==> src/design/cpuSettings.svh <==
// Core sizing. Data and instructions share one word width
// Code occupies the lower CPU_CODE_WORDS words of the unified memory
`ifndef CPU_SETTINGS_SVH
`define CPU_SETTINGS_SVH

// Data and instruction width
`define CPU_WORD_BITS 16

// Unified memory depth in words
`define CPU_MEM_WORDS 256

// Code region, PC wraps inside it
`define CPU_CODE_WORDS 128

// General registers, r0 reads as zero
`define CPU_REG_COUNT 8

`endif

==> src/design/isaPkg.sv <==
// Instruction set types. Opcodes outside opcode_t are illegal and trap
`default_nettype none

package isaPkg;

	`include "cpuSettings.svh"

	typedef logic [`CPU_WORD_BITS-1:0] word_t;
	typedef logic [$clog2(`CPU_REG_COUNT)-1:0] regIdx_t;

	// Instruction fields
	//   opcode [15:12], rd [11:9], rs [8:6], rt [5:3], signed imm6 [5:0]
	// Store writes rd to memory at rs+imm6
	// Beqz tests rs, target is pc+1+imm6
	typedef enum logic [3:0] {
		opAdd   = 4'h0,
		opSub   = 4'h1,
		opAnd   = 4'h2,
		opXor   = 4'h3,
		opAddi  = 4'h4,
		opLoad  = 4'h5,
		opStore = 4'h6,
		opBeqz  = 4'h7,
		opHalt  = 4'h8,
		opNop   = 4'h9
	} opcode_t;

endpackage

`default_nettype wire

==> src/design/memPkg.sv <==
// Memory addressing and arbitration types
`default_nettype none

package memPkg;

	`include "cpuSettings.svh"

	typedef logic [$clog2(`CPU_MEM_WORDS)-1:0] memAddr_t;

	// Grant decision, one owner per cycle
	typedef enum logic [1:0] {
		ownNone,
		ownLoad,
		ownData,
		ownFetch
	} memOwner_t;

endpackage

`default_nettype wire

==> src/design/cpuLinks.sv <==
// Links between the pipeline stages and the memory arbiter
// memBus reads are combinational, valid while grant is high
`timescale 1ns/100ps
`default_nettype none

interface memBus;
	import isaPkg::*;
	import memPkg::*;

	logic req;
	logic write;
	memAddr_t addr;
	word_t wdata;
	word_t rdata;
	logic grant;

	modport requester (output req, write, addr, wdata, input rdata, grant);
	modport arbiter (input req, write, addr, wdata, output rdata, grant);
endinterface


`default_nettype wire

==> src/design/fetchStage.sv <==
// PC and fetch register. A lost grant or halt yields a bubble, not a repeat
`timescale 1ns/100ps
`default_nettype none

`include "cpuSettings.svh"

module fetchStage (
	input logic clk,
	input logic rst,
	memBus.requester bus,
	input logic stall,
	input logic redirect,
	input memPkg::memAddr_t redirectPc,
	input logic halted,
	output isaPkg::word_t instr,
	output memPkg::memAddr_t instrPc,
	output logic instrValid
);
	import isaPkg::*;
	import memPkg::*;

	localparam int PC_BITS = $clog2(`CPU_CODE_WORDS);

	logic [PC_BITS-1:0] pc;

	// Code sits in the lower region
	assign bus.addr = memAddr_t'(pc);
	assign bus.req = !halted;
	assign bus.write = 1'b0;
	assign bus.wdata = '0;

	always_ff @(posedge clk) begin
		if (rst) begin
			pc <= '0;
			instrValid <= 1'b0;
		end else if (redirect) begin
			// Drop the instruction in decode and the one fetched now
			pc <= redirectPc[PC_BITS-1:0];
			instrValid <= 1'b0;
		end else if (!stall) begin
			instrValid <= bus.grant;
			if (bus.grant) begin
				pc <= pc + 1'b1;
			end
		end
	end

	always_ff @(posedge clk) begin
		if (bus.grant && !stall) begin
			instr <= bus.rdata;
			instrPc <= bus.addr;
		end
	end

endmodule

`default_nettype wire

==> src/flat_wrapper.sv <==
// flat-port wrapper written by rule: the top's interface ports become plain ports
module fetchStage_flat import isaPkg::*; import memPkg::*;
  (clk, rst, stall, redirect, redirectPc, halted, instr, instrPc, instrValid, bus_req, bus_write, bus_addr, bus_wdata, bus_rdata, bus_grant);
  memBus bus_i ();
  input logic clk;
  input logic rst;
  input logic stall;
  input logic redirect;
  input memPkg::memAddr_t redirectPc;
  input logic halted;
  output isaPkg::word_t instr;
  output memPkg::memAddr_t instrPc;
  output logic instrValid;
  output wire logic [$bits(bus_i.req)-1:0] bus_req;
  output wire logic [$bits(bus_i.write)-1:0] bus_write;
  output wire logic [$bits(bus_i.addr)-1:0] bus_addr;
  output wire logic [$bits(bus_i.wdata)-1:0] bus_wdata;
  input wire logic [$bits(bus_i.rdata)-1:0] bus_rdata;
  input wire logic [$bits(bus_i.grant)-1:0] bus_grant;
  assign bus_req = bus_i.req;
  assign bus_write = bus_i.write;
  assign bus_addr = bus_i.addr;
  assign bus_wdata = bus_i.wdata;
  assign bus_i.rdata = bus_rdata;
  assign bus_i.grant = bus_grant;
  fetchStage u_core (.clk(clk), .rst(rst), .bus(bus_i), .stall(stall), .redirect(redirect), .redirectPc(redirectPc), .halted(halted), .instr(instr), .instrPc(instrPc), .instrValid(instrValid));
endmodule
==> config.mk <==
export PLATFORM = sky130hd
export DESIGN_NAME = fetchStage_flat
export DESIGN_NICKNAME = d
export VERILOG_FILES = /design/src/design/isaPkg.sv /design/src/design/memPkg.sv /design/src/design/cpuLinks.sv /design/src/design/fetchStage.sv /design/src/flat_wrapper.sv
export VERILOG_INCLUDE_DIRS = /design/src /design/src/design
export SDC_FILE = /design/constraint.sdc
export NUM_CORES = 1
export LEC_CHECK = 0
export ABC_AREA = 0
export BUFFER_PORTS_ARGS = -buffer_cell sky130_fd_sc_hd__buf_2
export CORE_MARGIN = 2
export CORE_UTILIZATION = 40
export DETAILED_ROUTE_END_ITERATION = 16
export PLACE_DENSITY = 0.77
export SLEW_MARGIN = 10
export SYNTH_ARGS = -nofsm -noshare
export SYNTH_HDL_FRONTEND = slang
export SYNTH_SLANG_ARGS = --single-unit
==> constraint.sdc <==
create_clock -name clk -period 2.3 [get_ports clk]
set_input_delay 0.345 -clock clk [delete_from_list [all_inputs] [get_ports clk]]
set_output_delay 0.345 -clock clk [all_outputs]
set_load 0.05 [all_outputs]
==> results of run 1 <==
[metal layers]
metal | global-route usage, % | share of wire [%]
met5 | 0 | 0
met4 | 6.67 | 1.8
met3 | 7.36 | 14
met1 | 12.7 | 38
met2 | 21.3 | 46
[state kept, by name (all words and copies together) (netlist names)]
signal / cells
u_core.instr: 16
u_core.instrPc: 7
u_core.instrValid: 1
u_core.pc: 7
[cells by family (layout without fill, tap and decap cells)]
| family | Yosys count | after routing | share of synthesized area (%) |
|---|---|---|---|
| mux | 1 | 1 | 0.802 |
| buf+inv | 24 | 72 | 12.9 |
| fa+ha+maj | 1 | 1 | 1.00 |
| xor+xnor | 2 | 2 | 1.40 |
| other cells | 1 | 19 | 0.300 |
| flops | 31 | 31 | 68.1 |
| simple gates | 17 | 17 | 8.12 |
| compound gates | 13 | 13 | 7.31 |
[through the flow]
step	setup slack, ns	utilization, %	area, µm²	total power (µW)
floorplan	0.586	-	1320	918
global placement	0.851	50.5	1520	955
detailed placement	0.782	50.5	1520	958
CTS	0.834	53.0	1590	1360
global route	0.737	53.0	1590	1400
finish	0.835	53.0	1590	1340
[area by class of cell]
class,instances,area (µm²),area share (%)
well taps,33,41.3,2.59
inverters,3,11.3,0.708
multi-input cells,53,304,19.1
clock inverters,3,38.8,2.44
flip-flops and latches,31,851,53.5
repair buffers,61,308,19.3
clock buffers,5,37.5,2.36
[worst paths after layout]
kind | from | cells after the start | endpoint | slack (ns)
setup reg to reg | u_core.pc[0]$_SDFFE_PP0P_ | 4 | u_core.pc[6]$_SDFFE_PP0P_ | 0.83
hold / removal | bus_rdata[0] | 1 | u_core.instr[0]$_DFFE_PP_ | 0.20
hold reg to reg | u_core.pc[6]$_SDFFE_PP0P_ | 0 | u_core.instrPc[6]$_DFFE_PP_ | 0.50
setup / recovery | u_core.pc[0]$_SDFFE_PP0P_ | 4 | u_core.pc[6]$_SDFFE_PP0P_ | 0.83
[cells in the final DEF, fill, tap and decap left out, drive strengths merged, types with 2 or more instances in the layout]
cell | Yosys | final
nor2 | 6 | 6
a211oi | 3 | 3
inv | 3 | 3
nand2 | 2 | 2
dfxtp | 8 | 8
conb | 1 | 19
clkbuf | 1 | 5
o21ai | 4 | 4
nand4 | 2 | 2
or3 | 3 | 3
buf | 20 | 61
clkinv | 0 | 2
edfxtp | 23 | 23
nand3b | 2 | 2
a311oi | 3 | 3
[cells in the mapped netlist]
master / instances
nand3b_4: 1
nand4_1: 2
nand3b_1: 1
xor2_1: 1
xnor2_1: 1
inv_1: 3
nor3_1: 1
a21oi_1: 1
clkbuf_1: 1
conb_1: 1
a311oi_1: 3
o21ai_0: 4
a221oi_1: 1
o31a_1: 1
a211oi_1: 3
mux2i_1: 1
ha_1: 1
and2b_1: 1
nor2_1: 6
buf_1: 1
dfxtp_1: 8
or3_1: 3
nand2_1: 2
buf_4: 19
edfxtp_1: 23
[worst max-delay path: stages, from the launching register on]
cell and delay (ns):
dfxtp_1 0.44, ha_1 0.24, nand4_1 0.12, or3_1 0.31, a311oi_1 0.27
[power by group]
group | internal, µW | total, µW | switching, µW
Clock | 223 | 399 | 176
Sequential | 638 | 656 | 17.8
Combinational | 54.2 | 288 | 233
==> impl_metrics.py, run 1 <==
metrics = {
    "clock_tree": {
        "cts-resized-gates": 0,
        "cts_tree": "yes",
        "clockBufferDepth": 2,
        "ctsRootBufferMaster": "clkbuf_4",
        "cts_max_level": 2,
        "cts_sinks": 31,
        "cts_setup_buffers": 0,
        "cts_buffers": 5,
        "clk_latency_ns": 0.32,
        "path_clk_slew_ns": 0.10,
        "postCtsHoldBufs": 0,
    },
    "sta": {
        "drv_slew": 0,
        "rsz0062_at_grt": "no",
        "finClkSkew_ns": 0.00623,
        "tns_ns": 0,
        "fin_crit_ns": 1.47,
        "hold_viol_final": 0,
        "setup_violations": 0,
        "timing.fmax_mhz": 682,
        "worst_hold_slack_ns": 0.195,
        "fin_crit_sh_pct": 63.7,
    },
    "routing": {
        "first_pass_iters": 3,
        "vias": 881,
        "wl_um": 2260,
        "drc": 0,
        "detail-route-antenna-nets": 0,
        "wl_per_cell_um": 12.0,
        "vias_per_cell": 4.66,
        "drt-initial-drc-count": 18,
    },
    "pwr": {
        "power.density_mw_per_mm2": 844,
        "p_leak_uw": 0.000726,
        "ir_worst_vdd_v": 0.000342,
    },
    "die": {
        "die_h_um": 59.9,
        "die-area_mm2": 0.00358,
        "row_count": 20,
        "core_mm2": 0.00300,
        "io-pin-count": 81,
        "start_util_pct": 41.6,
        "die_w_um": 59.9,
    },
    "outcome": {
        "status": "complete, no violations",
    },
    "cells_and_area": {
        "final_cell_count_no_fill": 189,
        "nFillCells": 279,
        "insertedDiodeCount": 0,
        "layout-drive-gt1-share_pct": 44.2,
        "area_growth_pct": 27.5,
        "fin_nets": 186,
    },
    "placement": {
        "dp.final_hpwl_um": 1760,
        "portBuffers": 60,
        "gp_congestion": 0.693,
        "dp_cells": 181,
    },
    "yosys": {
        "synth_top_area_cell": "edfxtp_1",
        "ys_seq_area_share_pct": 68.1,
        "avgSynthCellArea_um2": 13.9,
        "yosys.area.top_type_share_pct": 55.3,
        "synthTopCellsByArea": "edfxtp_1 55%, dfxtp_1 13%, buf_4 11%",
        "yosys_register_bits": 31,
        "syn_inst": 90,
        "yosys.cell_types.count": 25,
        "synth_area_mm2": 0.00125,
        "ys_warn_count": 0,
    },
    "global_routing": {
        "grt_overflow_total": 0,
        "track_usage_pct": 12.8,
        "antenna_found_initial": 0,
        "first_global_vias": 752,
        "grt_pass1_wl_um": 3180,
        "grt_max_degree": 25,
    },
    "critical_path": {
        "start_kind": "flip-flop",
        "cp.arrival_ns": 1.70,
        "crit_type": "flip-flop to flip-flop",
        "critPathCaptureType": "flip-flop",
        "cp.required_ns": 2.53,
        "crit_fanout": 6,
    },
    "hold_path": {
        "hold_class": "input pin to flip-flop",
    },
    "run": {
        "cap_violations": 0,
    },
}
(Power assumes the default switching activity.)
==> run 2: changes to the inputs <==
--- a/config.mk
+++ b/config.mk
@@ -9,9 +9,9 @@
 export ABC_AREA = 0
 export BUFFER_PORTS_ARGS = -buffer_cell sky130_fd_sc_hd__buf_2
 export CORE_MARGIN = 2
-export CORE_UTILIZATION = 40
+export CORE_UTILIZATION = 37
 export DETAILED_ROUTE_END_ITERATION = 16
-export PLACE_DENSITY = 0.77
+export PLACE_DENSITY = 0.74
 export SLEW_MARGIN = 10
 export SYNTH_ARGS = -nofsm -noshare
 export SYNTH_HDL_FRONTEND = slang
==> constraint.sdc (replaced) <==
create_clock -name clk -period 1.3 [get_ports clk]
set_input_delay 0.195 -clock clk [delete_from_list [all_inputs] [get_ports clk]]
set_output_delay 0.195 -clock clk [all_outputs]
set_load 0.05 [all_outputs]
==> run 2 against run 1 <==
  * The run now ends with setup timing left
  * Clock-buffer cell count unchanged
  * Worst setup slack worse by 0.84 ns
  * Maximum frequency up 13%
  * Via count up 3.2%
  * Die area up 7.6%
  * Sequential share of layout area down 2.5 points
  * Utilization down 1.2 points
  * Worst hold slack worse by 0.16 ns
  * Register-to-register slack worse by 0.84 ns
  * Routed wire length up 9.9%
  * Critical path type unchanged
==> impl_metrics.py, run 2 (synthesis gave the netlist of run 1 again) <==
metrics = {
    "clock_tree": {
        "path_clk_slew_ns": 0.10,
        "cts_tree": "yes",
        "ctsRootBufferMaster": "clkbuf_4",
        "postCtsHoldBufs": 0,
        "clk_latency_ns": 0.33,
        "cts_sinks": 31,
        "cts_max_level": 2,
        "cts_buffers": 5,
        "clockBufferDepth": 2,
    },
    "pwr": {
        "comb_power_share_pct": 22.6,
        "p_sw_share_pct": 32.1,
        "p_leak_uw": 0.000763,
        "power.density_mw_per_mm2": 1420,
        "ir_worst_vdd_v": 0.000597,
        "seq_power_share_pct": 47.9,
        "fin_total_pwr_uw": 2420,
        "p_switching_uw": 777,
        "p_int_uw": 1650,
        "clkPwrFrac_pct": 29.5,
    },
    "sta": {
        "finClkSkew_ns": 0.0140,
        "fin_crit_sh_pct": 100,
        "worst_hold_slack_ns": 0.0387,
        "hold_viol_final": 0,
        "timing.fmax_mhz": 768,
        "worst_slack_ns": -0.00148,
        "rsz0062_at_grt": "yes",
        "fin_crit_ns": 1.30,
        "setup_violations": 1,
        "drv_slew": 0,
    },
    "global_routing": {
        "grt_pass1_wl_um": 3370,
        "antenna_found_initial": 0,
        "grt_max_degree": 21,
        "first_global_vias": 793,
        "grt_overflow_total": 0,
        "track_usage_pct": 12.7,
    },
    "die": {
        "row_count": 21,
        "start_util_pct": 38.0,
        "die_h_um": 62.1,
        "die_w_um": 62.1,
        "io-pin-count": 81,
        "core_mm2": 0.00328,
        "die-area_mm2": 0.00386,
    },
    "run": {
        "cap_violations": 0,
    },
    "placement": {
        "place_area_mm2": 0.00157,
        "portBuffers": 60,
        "dp.final_hpwl_um": 1800,
        "gp_congestion": 0.799,
    },
    "critical_path": {
        "cp.arrival_ns": 1.55,
        "critPathCaptureType": "flip-flop",
        "cp.required_ns": 1.55,
        "ff2ff_path_depth": 4,
        "start_kind": "flip-flop",
        "crit_type": "flip-flop to flip-flop",
        "crit_fanout": 4,
    },
    "cells_and_area": {
        "layout-drive-gt1-share_pct": 51.9,
        "layout_commonest_cell": "buf_2",
        "post-route-util_pct": 51.8,
        "area_growth_pct": 36.2,
        "largest_reg_flops": 16,
        "insertedDiodeCount": 0,
        "fin_nets": 192,
        "final_area_mm2": 0.00170,
        "reg_top3": "u_core.instr: 16 flops, u_core.instrPc: 7 flops, u_core.pc: 7 flops",
        "largest-register": "u_core.instr",
        "layout_common_cells": "60 x buf_2, 23 x edfxtp_1, 19 x conb_1",
    },
    "routing": {
        "drt-initial-drc-count": 17,
        "detail-route-antenna-nets": 0,
        "first_pass_iters": 3,
        "vias": 909,
        "drc": 0,
        "vias_per_cell": 4.37,
        "wl_per_cell_um": 12.0,
        "wl_um": 2490,
    },
    "hold_path": {
        "hold_class": "input pin to flip-flop",
        "hold_depth": 1,
    },
    "outcome": {
        "status": "finished with violations",
        "failed_checks": "setup timing",
    },
}
[run 2: path summary, 6_finish.rpt]
check                                 start  slack (ns)                           to
setup / recovery  u_core.pc[1]$_SDFFE_PP0P_      -0.001    u_core.pc[6]$_SDFFE_PP0P_
hold / removal                 bus_rdata[3]        0.04    u_core.instr[3]$_DFFE_PP_
setup reg to reg  u_core.pc[1]$_SDFFE_PP0P_      -0.001    u_core.pc[6]$_SDFFE_PP0P_
hold reg to reg   u_core.pc[5]$_SDFFE_PP0P_        0.49  u_core.instrPc[5]$_DFFE_PP_
[run 2: power by group through the flow]
stage | registers, µW | clock network [µW] | logic, µW
6_report | 1160 | 715 | 546
5_1_grt | 1170 | 766 | 579
4_1_cts | 1160 | 732 | 536
3_5_place_dp | 1190 | 0 | 518
3_3_place_gp | 1190 | 0 | 515
2_1_floorplan | 1400 | 0 | 228
[run 2: timing repair]
item / in CTS / in global routing
setup endpoints to repair: 1 / 2
buffers inserted: 4 / 2
resized for setup: 0 / 1
pin swaps: 1 / 1
[run 2: area by class of cell]
class	instances	area, µm²
Clock buffer	5	37.5
Clock inverter	3	38.8
Fill cell	286	1580
Inverter	3	11.3
Multi-Input combinational cell	53	324
Sequential cell	31	866
Tap cell	46	57.6
Timing Repair Buffer	67	365
[run 2: critical path: stages, from the launching register on]
cell      delay, ns
dfxtp_4        0.38
ha_4           0.13
nand4_1        0.11
or3_1          0.32
a311oi_1       0.27
[run 2: metrics by stage]
stage,instances,setup slack (ns),setup TNS (ns)
after CTS,206,0.00224,0
after floorplan,108,-0.0439,-0.0439
after global routing,208,-0.0577,-0.0969
after detailed placement,194,-0.0109,-0.0109
after global placement,194,0.0535,0
final,208,-0.00148,-0.00148
[run 2: routing by layer]
| metal | track usage [%] | up-vias | part of all wire (%) |
|---|---|---|---|
| met4 | 6.38 | 0 | 0.72 |
| met1 | 13.0 | 411 | 40 |
| li1 | - | 431 | - |
| met5 | 0 | - | 0 |
| met3 | 6.00 | 2 | 12 |
| met2 | 21.4 | 65 | 47 |
==> run 3: changes to the inputs <==
--- a/config.mk
+++ b/config.mk
@@ -9,9 +9,8 @@
 export ABC_AREA = 0
 export BUFFER_PORTS_ARGS = -buffer_cell sky130_fd_sc_hd__buf_2
 export CORE_MARGIN = 2
-export CORE_UTILIZATION = 37
+export CORE_UTILIZATION = 25
 export DETAILED_ROUTE_END_ITERATION = 16
-export PLACE_DENSITY = 0.74
 export SLEW_MARGIN = 10
 export SYNTH_ARGS = -nofsm -noshare
 export SYNTH_HDL_FRONTEND = slang
==> run 3 against run 2 <==
  * The flow still finishes with violations (setup timing)
  * Die area rose by 45%
  * Cell count rose by 8.2%
  * Maximum frequency fell by 1.4%
  * Non-clock buffer count fell by 4
  * Routed wire length rose by 0.76%
  * Final area rose by 0.81%
  * First-iteration DRC count rose by 41%
  * Critical path type unchanged
  * Highest routed layer unchanged
==> impl_metrics.py, run 3 (synthesis gave the netlist of run 1 again) <==
metrics = {
    "critical_path": {
        "reg2reg_to": "u_core.pc[6]$_SDFFE_PP0P_",
        "cp.required_ns": 1.49,
        "ff2ff_path_depth": 4,
        "cp.arrival_ns": 1.51,
        "critPathCaptureType": "flip-flop",
        "crit_start": "u_core.pc[1]$_SDFFE_PP0P_",
        "path_delay_family": "simple AND/OR/NAND/NOR gates",
        "slowest_delay_ns": 0.38,
        "rrSetupSlack_ns": -0.02,
        "start_kind": "flip-flop",
        "worst-path-buf-inv": 0,
        "crit_type": "flip-flop to flip-flop",
        "rr_startpoint": "u_core.pc[1]$_SDFFE_PP0P_",
        "critical-path-slowest-cell": "dfxtp_4",
        "crit_chain": "ha_4 -> nand4_1 -> or3_1 -> a311oi_2",
        "crit_fanout": 6,
    },
    "die": {
        "die-area_mm2": 0.00558,
        "die_h_um": 74.7,
        "row_count": 25,
        "core_mm2": 0.00475,
        "io-pin-count": 81,
        "start_util_pct": 26.3,
        "die_w_um": 74.7,
    },
    "outcome": {
        "status": "finished with violations",
        "failed_checks": "setup timing",
    },
    "cells_and_area": {
        "reg_top3": "u_core.instr: 16 flops, u_core.instrPc: 7 flops, u_core.pc: 7 flops",
        "layout_common_cells": "60 x buf_2, 23 x edfxtp_1, 19 x conb_1",
        "largest-register": "u_core.instr",
        "multiInputGateArea_um2": 324,
        "area_growth_pct": 37.3,
        "seqCellArea_um2": 866,
        "layout_commonest_cell": "buf_2",
        "final_cell_count_no_fill": 225,
        "insertedDiodeCount": 0,
        "nFillCells": 502,
        "fin_nets": 188,
        "largest_reg_flops": 16,
        "layout-drive-gt1-share_pct": 50.0,
    },
    "hold_path": {
        "worst_hold_path.endpoint": "u_core.instr[0]$_DFFE_PP_",
        "hold_depth": 1,
        "hold_class": "input pin to flip-flop",
        "hold_start": "bus_rdata[0]",
    },
    "sta": {
        "fin_crit_ns": 1.32,
        "worst_slack_ns": -0.0196,
        "setup_violations": 1,
        "fin_crit_sh_pct": 102,
        "hold_viol_final": 0,
        "tns_ns": -0.0196,
        "drv_slew": 0,
        "timing.fmax_mhz": 758,
        "finClkSkew_ns": 0.00413,
        "rsz0062_at_grt": "yes",
    },
    "clock_tree": {
        "cts_sinks": 31,
        "path_clk_slew_ns": 0.06,
        "cts_max_level": 2,
        "clk_latency_ns": 0.27,
        "clockBufferDepth": 2,
        "cts_tree": "yes",
        "ctsRootBufferMaster": "clkbuf_8",
        "cts_buffers": 5,
    },
    "placement": {
        "dp_cells": 216,
        "dp.final_hpwl_um": 1950,
        "portBuffers": 60,
        "gp_congestion": 0.652,
    },
    "routing": {
        "wl_um": 2510,
        "drc": 0,
        "detail-route-antenna-nets": 0,
        "drt-initial-drc-count": 24,
        "first_pass_iters": 4,
        "vias_per_cell": 3.94,
        "wl_per_cell_um": 11.1,
        "vias": 887,
    },
    "pwr": {
        "p_leak_uw": 0.000746,
        "ir_worst_vdd_v": 0.000367,
        "power.density_mw_per_mm2": 1390,
    },
    "global_routing": {
        "grt_max_degree": 14,
        "grt_overflow_total": 0,
        "track_usage_pct": 8.88,
        "grt_pass1_wl_um": 3510,
        "antenna_found_initial": 0,
        "first_global_vias": 772,
    },
    "run": {
        "cap_violations": 0,
    },
}
==> run 3: worst max-delay path by stage <==
stage                           endpoint  slack, ns  cells after the start
2_1_floorplan  u_core.pc[6]$_SDFFE_PP0P_      -0.04                      4
3_3_place_gp   u_core.pc[6]$_SDFFE_PP0P_       0.06                      4
3_5_place_dp   u_core.pc[6]$_SDFFE_PP0P_       0.03                      4
4_1_cts        u_core.pc[6]$_SDFFE_PP0P_       0.02                      4
5_1_grt        u_core.pc[6]$_SDFFE_PP0P_      -0.11                      4
6_report       u_core.pc[6]$_SDFFE_PP0P_      -0.02                      4
==> run 3: worst register-to-register path, stage by stage (launching register included) <==
cell and delay [ns]:
dfxtp_4 0.38, ha_4 0.14, nand4_1 0.10, or3_1 0.38, a311oi_2 0.24
==> run 3: through the flow <==
stage | instance area (µm²) | util [%] | hold slack (ns) | total power [µW] | setup slack (ns)
global placement | 1620 | 34.1 | 0.372 | 1710 | 0.0604
detailed placement | 1620 | 34.1 | 0.373 | 1720 | 0.0310
CTS | 1700 | 35.8 | 0.0795 | 2420 | 0.0232
finish | 1710 | 36.1 | 0.0930 | 2390 | -0.0196
global route | 1710 | 36.1 | 0.0733 | 2490 | -0.108
floorplan | 1350 | - | 0.274 | 1630 | -0.0439
==> run 3: area by class of cell <==
cell class / instances / area share, %
clock buffer: 6 / 4.23
clock inverter: 2 / 0.511
inverter: 3 / 0.657
multi-input combinational: 53 / 18.9
sequential: 31 / 50.5
tap: 67 / 4.89
timing repair buffer: 63 / 20.3
==> run 3: layer usage <==
layer	track usage (%)	part of all wire [%]	vias up
met4	4.76	1.8	0
met1	9.29	40	387
li1	-	-	423
met2	14.0	42	70
met5	0	0	-
met3	5.35	17	7
==> run 3: timing repair <==
item / 4_1_cts / 5_1_grt
setup endpoints to repair: 0 / 2
resized for setup: 0 / 1
setup buffers: 0 / 1
hold buffers: 0 / 0
==> run 3: report_power, final <==
| group | switching, µW | internal [µW] |
|---|---|---|
| Sequential | 33.7 | 1130 |
| Combinational | 418 | 110 |
| Clock | 328 | 367 |
